===== src/source/dcache_pkg.sv =====
`default_nettype none

package dcache_pkg;

    localparam int ADDR_W = 32;
    localparam int WORD_W = 32;
    localparam int LINE_W = 128;
    localparam int WORDS_PER_LINE = LINE_W / WORD_W;
    localparam int OFFSET_W = 4;
    localparam int INDEX_W = 8;
    localparam int NSET = 1 << INDEX_W;
    localparam int TAG_W = ADDR_W - INDEX_W - OFFSET_W;
    localparam int NWAY = 2;
    localparam int STRB_W = WORD_W / 8;

    // replacement lfsr with polynomial x^16 + x^14 + x^13 + x^11 + 1
    localparam int LFSR_W = 16;
    localparam logic [LFSR_W-1:0] LFSR_SEED = 16'hace1;

    typedef logic [ADDR_W-1:0] addr_t;
    typedef logic [WORD_W-1:0] word_t;
    typedef logic [LINE_W-1:0] line_t;
    typedef logic [INDEX_W-1:0] index_t;
    typedef logic [TAG_W-1:0] tag_t;
    typedef logic [STRB_W-1:0] strb_t;
    typedef logic [$clog2(WORDS_PER_LINE)-1:0] woff_t;
    typedef logic [$clog2(NWAY)-1:0] way_t;

    // 22 bits as stored in the tag ram
    typedef struct packed {
        logic dirty;
        logic valid;
        tag_t tag;
    } tag_entry_t;

    typedef enum logic [2:0] {
        MS_IDLE,
        MS_WB_REQ,
        MS_WB_WAIT,
        MS_FETCH_REQ,
        MS_FETCH_WAIT
    } miss_state_e;

endpackage

`default_nettype wire


===== src/source/miss_if.sv =====
`timescale 1ns/1ns
`default_nettype none

interface miss_if;
    import dcache_pkg::*;

    // miss request with the chosen victim
    logic miss_valid;
    addr_t miss_addr;
    logic victim_dirty;
    addr_t victim_addr;
    line_t victim_line;

    // refill answer
    logic refill_valid;
    line_t refill_line;

    modport pipe (
        output miss_valid, miss_addr, victim_dirty, victim_addr, victim_line,
        input  refill_valid, refill_line
    );

    modport ctrl (
        input  miss_valid, miss_addr, victim_dirty, victim_addr, victim_line,
        output refill_valid, refill_line
    );

endinterface

`default_nettype wire


===== src/source/miss_ctrl.sv =====
`timescale 1ns/1ns
`default_nettype none

module miss_ctrl (
    input  wire clk,
    input  wire rst,
    miss_if.ctrl mis_if,
    output logic mem_req_o,
    output logic mem_we_o,
    output dcache_pkg::addr_t mem_addr_o,
    output dcache_pkg::line_t mem_wdata_o,
    input  wire mem_wdone_i,
    input  wire mem_rvalid_i,
    input  wire dcache_pkg::line_t mem_rdata_i
);
    import dcache_pkg::*;

    miss_state_e state_q;
    miss_state_e state_d;

    addr_t miss_addr_q;
    addr_t victim_addr_q;
    line_t victim_line_q;

    always_ff @(posedge clk) begin
        if (rst) begin
            state_q <= MS_IDLE;
        end else begin
            state_q <= state_d;
        end
    end

    always_comb begin
        state_d = state_q;
        case (state_q)
            MS_IDLE: begin
                if (mis_if.miss_valid) begin
                    state_d = mis_if.victim_dirty ? MS_WB_REQ : MS_FETCH_REQ;
                end
            end
            MS_WB_REQ: begin
                state_d = MS_WB_WAIT;
            end
            MS_WB_WAIT: begin
                if (mem_wdone_i) begin
                    state_d = MS_FETCH_REQ;
                end
            end
            MS_FETCH_REQ: begin
                state_d = MS_FETCH_WAIT;
            end
            MS_FETCH_WAIT: begin
                if (mem_rvalid_i) begin
                    state_d = MS_IDLE;
                end
            end
            default: begin
                state_d = MS_IDLE;
            end
        endcase
    end

    // keep the miss and the victim for the whole sequence
    always_ff @(posedge clk) begin
        if (state_q == MS_IDLE && mis_if.miss_valid) begin
            miss_addr_q <= mis_if.miss_addr;
            victim_addr_q <= mis_if.victim_addr;
            victim_line_q <= mis_if.victim_line;
        end
    end

    // one-cycle request strobes
    assign mem_req_o = (state_q == MS_WB_REQ) || (state_q == MS_FETCH_REQ);
    assign mem_we_o = (state_q == MS_WB_REQ);
    assign mem_addr_o = mem_we_o ? victim_addr_q : miss_addr_q;
    assign mem_wdata_o = victim_line_q;

    assign mis_if.refill_valid = (state_q == MS_FETCH_WAIT) && mem_rvalid_i;
    assign mis_if.refill_line = mem_rdata_i;

    a_rvalid_in_fetch_wait: assert property (
        @(posedge clk) disable iff (rst) mem_rvalid_i |-> state_q == MS_FETCH_WAIT
    );

    a_wdone_in_wb_wait: assert property (
        @(posedge clk) disable iff (rst) mem_wdone_i |-> state_q == MS_WB_WAIT
    );

endmodule

`default_nettype wire


===== src/flat_wrapper.sv =====
// flat-port wrapper written by rule: the top's interface ports become plain ports
module miss_ctrl_flat import dcache_pkg::*;
  (clk, rst, mem_req_o, mem_we_o, mem_addr_o, mem_wdata_o, mem_wdone_i, mem_rvalid_i, mem_rdata_i, mis_if_miss_valid, mis_if_miss_addr, mis_if_victim_dirty, mis_if_victim_addr, mis_if_victim_line, mis_if_refill_valid, mis_if_refill_line);
  miss_if mis_if_i ();
  input  wire clk;
  input  wire rst;
  output logic mem_req_o;
  output logic mem_we_o;
  output dcache_pkg::addr_t mem_addr_o;
  output dcache_pkg::line_t mem_wdata_o;
  input  wire mem_wdone_i;
  input  wire mem_rvalid_i;
  input  wire dcache_pkg::line_t mem_rdata_i;
  input wire logic [$bits(mis_if_i.miss_valid)-1:0] mis_if_miss_valid;
  input wire logic [$bits(mis_if_i.miss_addr)-1:0] mis_if_miss_addr;
  input wire logic [$bits(mis_if_i.victim_dirty)-1:0] mis_if_victim_dirty;
  input wire logic [$bits(mis_if_i.victim_addr)-1:0] mis_if_victim_addr;
  input wire logic [$bits(mis_if_i.victim_line)-1:0] mis_if_victim_line;
  output wire logic [$bits(mis_if_i.refill_valid)-1:0] mis_if_refill_valid;
  output wire logic [$bits(mis_if_i.refill_line)-1:0] mis_if_refill_line;
  assign mis_if_i.miss_valid = mis_if_miss_valid;
  assign mis_if_i.miss_addr = mis_if_miss_addr;
  assign mis_if_i.victim_dirty = mis_if_victim_dirty;
  assign mis_if_i.victim_addr = mis_if_victim_addr;
  assign mis_if_i.victim_line = mis_if_victim_line;
  assign mis_if_refill_valid = mis_if_i.refill_valid;
  assign mis_if_refill_line = mis_if_i.refill_line;
  miss_ctrl u_core (.clk(clk), .rst(rst), .mis_if(mis_if_i), .mem_req_o(mem_req_o), .mem_we_o(mem_we_o), .mem_addr_o(mem_addr_o), .mem_wdata_o(mem_wdata_o), .mem_wdone_i(mem_wdone_i), .mem_rvalid_i(mem_rvalid_i), .mem_rdata_i(mem_rdata_i));
endmodule

===== config.mk =====
export PLATFORM = sky130hd
export DESIGN_NAME = miss_ctrl_flat
export DESIGN_NICKNAME = d
export VERILOG_FILES = /design/src/source/dcache_pkg.sv /design/src/source/miss_if.sv /design/src/source/miss_ctrl.sv /design/src/flat_wrapper.sv
export SDC_FILE = /design/constraint.sdc
export NUM_CORES = 1
export LEC_CHECK = 0
export CAP_MARGIN = 40
export CORE_AREA = 5 5 236 238
export DETAILED_ROUTE_END_ITERATION = 10
export DIE_AREA = 0 0 241 243
export DONT_BUFFER_PORTS = 1
export PLACE_DENSITY = 0.32
export SYNTH_ARGS = -nofsm -noshare
export SYNTH_HDL_FRONTEND = slang
export SYNTH_SLANG_ARGS = --single-unit

===== constraint.sdc =====
create_clock -name clk -period 67.2 [get_ports clk]
set_input_delay 13.44 -clock clk [delete_from_list [all_inputs] [get_ports clk]]
set_output_delay 13.44 -clock clk [all_outputs]
set_load 0.01 [all_outputs]

# --- Word level (Yosys, flattened, before mapping) ---
# Index checks and enable logic that the tools add are counted.
# W data, S select, Z words.
totals:
  register_bits: 195
  latchBits: 0
  ram_bits: 0
  mem_bits_ro: 0
  inputBits: 326
  output_inout_bits: 291
  wordCells: 22
  mem_count: 0
op_classes:
  n_addsub: 0
  n_mul: 0
  div: 0
  n_lt_le_gt_ge: 0
  eq_ne: 7
  shift: 0
  muxes: 6
  bitwise: 0
  n_reduce_logical: 5
ops:
  columns: ["op", "n"]
  rows:
  - ["$mux W32", 1]
  - ["$pmux W3 S5", 1]
  - ["$mux W3", 3]
  - ["$eq A3 B2 Y1 const B", 2]
  - ["$ne A2 B2 Y1 const B", 3]
  - ["$eq A3 B1 Y1 const B", 1]
  - ["$eq A3 B3 Y1 const B", 1]
  - ["$logic_not A3 Y1", 1]
  - ["$reduce_and A3 Y1", 1]
  - ["$logic_and A1 B1 Y1", 2]
  - ["$mux W2", 1]
  - ["$logic_or A1 B1 Y1", 1]

# --- Longest topological paths before layout ---
depth:
  depth_word: 3
  mapped_depth: 4

# --- Worst setup path after synthesis ---
# No wires, ideal clock.
synth_timing:
  path_type: "input to register"
  start: "in mis_if_miss_valid"
  end: "reg u_core.victim_line_q[0], in the netlist u_core.mem_wdata_o[0], enable pin"
  setup_ps: 1280
  t_arrival_ps: 32649
  path_slack_ps: 33271
  stages: 1
  n_path_buf: 0
  cell_sequence: "nor4b_1"
synth_via:
  elab_chain_len: 1
synth_lines:
  columns: ["element", "line_no", "source"]
  rows:
  - ["from (decl)", "flat_wrapper.sv:14", "input wire logic [$bits(mis_if_i.miss_valid)-1:0] mis_if_miss_valid;"]
  - ["$logic_and A1 B1 Y1", "miss_ctrl.sv:65", "if (state_q == MS_IDLE && mis_if.miss_valid) begin"]
  - ["to (signal assigned)", "miss_ctrl.sv:68", "victim_line_q <= mis_if.victim_line;"]
  - ["to (decl)", "miss_ctrl.sv:23", "line_t victim_line_q;"]
# No other way between the ends.
# A chain may end at the register's enable or synchronous reset.

# --- Worst setup path after layout ---
layout_timing:
  start: "in mem_rvalid_i"
  end: "out mis_if_refill_valid"
layout_via:
  elab_chain_len: 1
layout_lines:
  columns: ["element", "line_no", "source"]
  rows:
  - ["from (decl)", "flat_wrapper.sv:12", "input wire mem_rvalid_i;"]
  - ["$logic_and A1 B1 Y1", "miss_ctrl.sv:78", "assign mis_if.refill_valid = (state_q == MS_FETCH_WAIT) && mem_rvalid_i;"]
  - ["to (decl)", "flat_wrapper.sv:19", "output wire logic [$bits(mis_if_i.refill_valid)-1:0] mis_if_refill_valid;"]
# No other way between the ends.

==> impl_metrics.env <==
export IMPL_status="finished clean"
export IMPL_grtUsageTotal=0.0784
export IMPL_max_cap_violations=0
export IMPL_grt_pass1_wl_um=29800
export IMPL_reg2reg_to="u_core.mem_wdata_o[56]$_DFFE_PP_"
export IMPL_ir_drop_mv=0.0188
export IMPL_synth_main_ff_cell="edfxtp_1"
export IMPL_pwr_share_comb=0.048
export IMPL_drt_total_wl_um=23900
export IMPL_worst_pin_slew_ns=0.487
export IMPL_fin_crit_ns=27.08
export IMPL_drive_gt1_frac=0.254
export IMPL_finalClockSkew_ns=0.0146
export IMPL_dp_hpwl_um=18900
export IMPL_dieArea_sq_um=58600
export IMPL_hold_depth=2
export IMPL_ys_ff_latch=195
export IMPL_rr_startpoint="u_core.state_q[2]$_SDFFE_PP0P_"
export IMPL_synth_area_per_cell_sq_um=19.6
export IMPL_fin_area_sq_um=7900
export IMPL_placed_cell_area_sq_um=7270
export IMPL_antenna_found_initial=14
export IMPL_grt_max_degree=61
export IMPL_fin_cells=982
export IMPL_critPathLaunchType="input port"
export IMPL_power_density_nw_per_um2=34.5
export IMPL_synth_top_area_frac=0.791
export IMPL_start_util=0.137
export IMPL_io_pin_count=617
export IMPL_path_max_fanout=2
export IMPL_dp_cells=943
export IMPL_arrival_ns=13.64
export IMPL_syn_to_final_growth_pct=8.33
export IMPL_drv_slew=0
export IMPL_hold_viol=0
export IMPL_rows=85
export IMPL_drt_pass1_iterations=4
export IMPL_switchingPower_mw=0.0717
export IMPL_post_synth_top_area_cell="edfxtp_1"
export IMPL_min_delay_start="u_core.state_q[0]$_SDFFE_PP0P_"
export IMPL_syn_inst=372
export IMPL_rsz0062_at_grt="false"
export IMPL_core_area_sq_um=53400
export IMPL_hold_end="u_core.state_q[2]$_SDFFE_PP0P_"
export IMPL_wire_per_inst_um=24.4
export IMPL_fin_nets=592
export IMPL_synth_common_cells="edfxtp_1, buf_4, mux2_2"
export IMPL_drc=0
export IMPL_yosysWarnings=0
export IMPL_hold_path_class="flop to flop"
export IMPL_clock_latency_ns=0.48
export IMPL_cts_buffers=17
export IMPL_cts_path_max_buffers=2
export IMPL_root_buffer="clkbuf_16"
export IMPL_synth_edff_count=192
export IMPL_worstPathCellList="and3_1"
export IMPL_clkTransAtPathRegs_ns=0.08
export IMPL_p_clk_frac=0.388
export IMPL_syn_num_nets=698
export IMPL_critical_path_class="input port to output port"
export IMPL_leakagePower_nw=2.34
export IMPL_reg2reg_slack_ns=64.83
export IMPL_relSlewSlack=0.676
export IMPL_power_frac_seq=0.563
export IMPL_yosysSeqAreaShare=0.799
export IMPL_die_h_um=243
export IMPL_crit_buf_inv=0
export IMPL_critPathTopFamily="simple AND/OR/NAND/NOR gates"
export IMPL_grt_pass1_vias=3145
export IMPL_synth_distinct_cells=19
export IMPL_synthArstFlopShare=0
export IMPL_drt_iter0_markers=169
export IMPL_setup_tns_ns=0
export IMPL_io_buffer_count=0
export IMPL_die_w_um=241
export IMPL_ant_nets=0
export IMPL_synth_most_common_cell="edfxtp_1"
export IMPL_clock_sinks=195
export IMPL_finalWeightedCongestion=0.743
export IMPL_setup_viol=0
export IMPL_cpPeakStageDelay_ns=0.20
export IMPL_cts_resized=0
export IMPL_htreeDepth=4
export IMPL_cts_setup_buffers=0
export IMPL_swShare=0.263
export IMPL_cp_data_required_time_ns=53.76
export IMPL_post_route_period_util=0.403
export IMPL_dr_total_vias=2792
export IMPL_cts_tree="done"
export IMPL_slowest_stage="and3_1"
export IMPL_max_freq_mhz=36.9
export IMPL_via_per_inst=2.84
export IMPL_gr_total_overflow=0
export IMPL_hold_buffers=0
export IMPL_endpoint_kind="output port"
export IMPL_synthTopCellsByArea="edfxtp_1, buf_4, mux2_2"
export IMPL_synthesis_area_sq_um=7290
export IMPL_r2r_cells=4
export IMPL_intPower_mw=0.201
[per-layer routing]
metal,track usage,vias to the layer above,wire [um]
met4,0.0342,12,491
met5,0.0261,-,205
met2,0.107,397,10200
met1,0.0711,1287,7760
li1,-,1040,-
met3,0.0888,56,5240
[worst max-delay path by stage]
stage,cells after the start,to,from,slack [ns]
CTS,1,mis_if_refill_valid,mem_rvalid_i,40.12
global placement,1,mis_if_refill_valid,mem_rvalid_i,40.12
detailed placement,1,mis_if_refill_valid,mem_rvalid_i,40.12
global route,1,mis_if_refill_valid,mem_rvalid_i,40.11
finish,1,mis_if_refill_valid,mem_rvalid_i,40.12
floorplan,1,u_core.mem_wdata_o[0]$_DFFE_PP_,mis_if_miss_valid,33.27
[worst register-to-register path, stage by stage (launching register included)]
cell and delay (ns):
dfxtp_1 0.40, nor4b_2 0.29, buf_4 0.44, buf_4 0.55, buf_16 0.31
[flip-flops by register name, indices dropped and copies added (netlist names)]
register	cells
u_core.victim_addr_q	32
u_core.state_q	3
u_core.mem_wdata_o	128
u_core.miss_addr_q	32
[cells by family after synthesis]
logic type / Yosys count / synth area share
DFF: 195 / 0.799
AOI/OAI and AO/OA: 3 / 0.00258
and+or+nand+nor: 9 / 0.0101
buffers and inverters: 132 / 0.137
muxes: 33 / 0.0508
[cell usage in the layout (no fill, tap or decap), types with 2 or more instances in the layout]
cell,count
clkbuf_16,17
mux2_2,31
buf_16,2
inv_6,3
inv_8,3
buf_4,4
clkinv_8,3
edfxtp_1,192
dfxtp_1,3
diode_2,7
a21oi_1,2
inv_12,4
[layout make-up]
| type | instances | area [sq um] |
|---|---|---|
| tap | 696 | 871 |
| fill | 5827 | 45500 |
| clock buffer | 17 | 425 |
| antenna | 7 | 17.5 |
| timing repair buffer | 7 | 100 |
| clock inverter | 15 | 186 |
| sequential | 195 | 5830 |
| multi-input combinational | 45 | 469 |
[metrics by stage]
| stage | setup WS [ns] | hold WS, ns | util | power (mW) |
|---|---|---|---|---|
| 3_5_place_dp | 40.12 | 0.572 | 0.136 | 0.170 |
| 5_1_grt | 40.11 | 0.657 | 0.148 | 0.285 |
| 3_3_place_gp | 40.12 | 0.567 | 0.135 | 0.170 |
| 2_1_floorplan | 33.27 | 0.512 | - | 0.178 |
| 6_report | 40.12 | 0.587 | 0.148 | 0.273 |
| 4_1_cts | 40.12 | 0.589 | 0.148 | 0.281 |
[power by group through the flow]
stage          Clock, mW  Sequential (mW)  Combinational, mW
2_1_floorplan          0            0.161             0.0170
4_1_cts            0.113            0.154             0.0139
5_1_grt            0.116            0.155             0.0143
6_report           0.106            0.154             0.0132
3_5_place_dp           0            0.157             0.0138
3_3_place_gp           0            0.157             0.0125
Power figures use the tool's default switching activity.
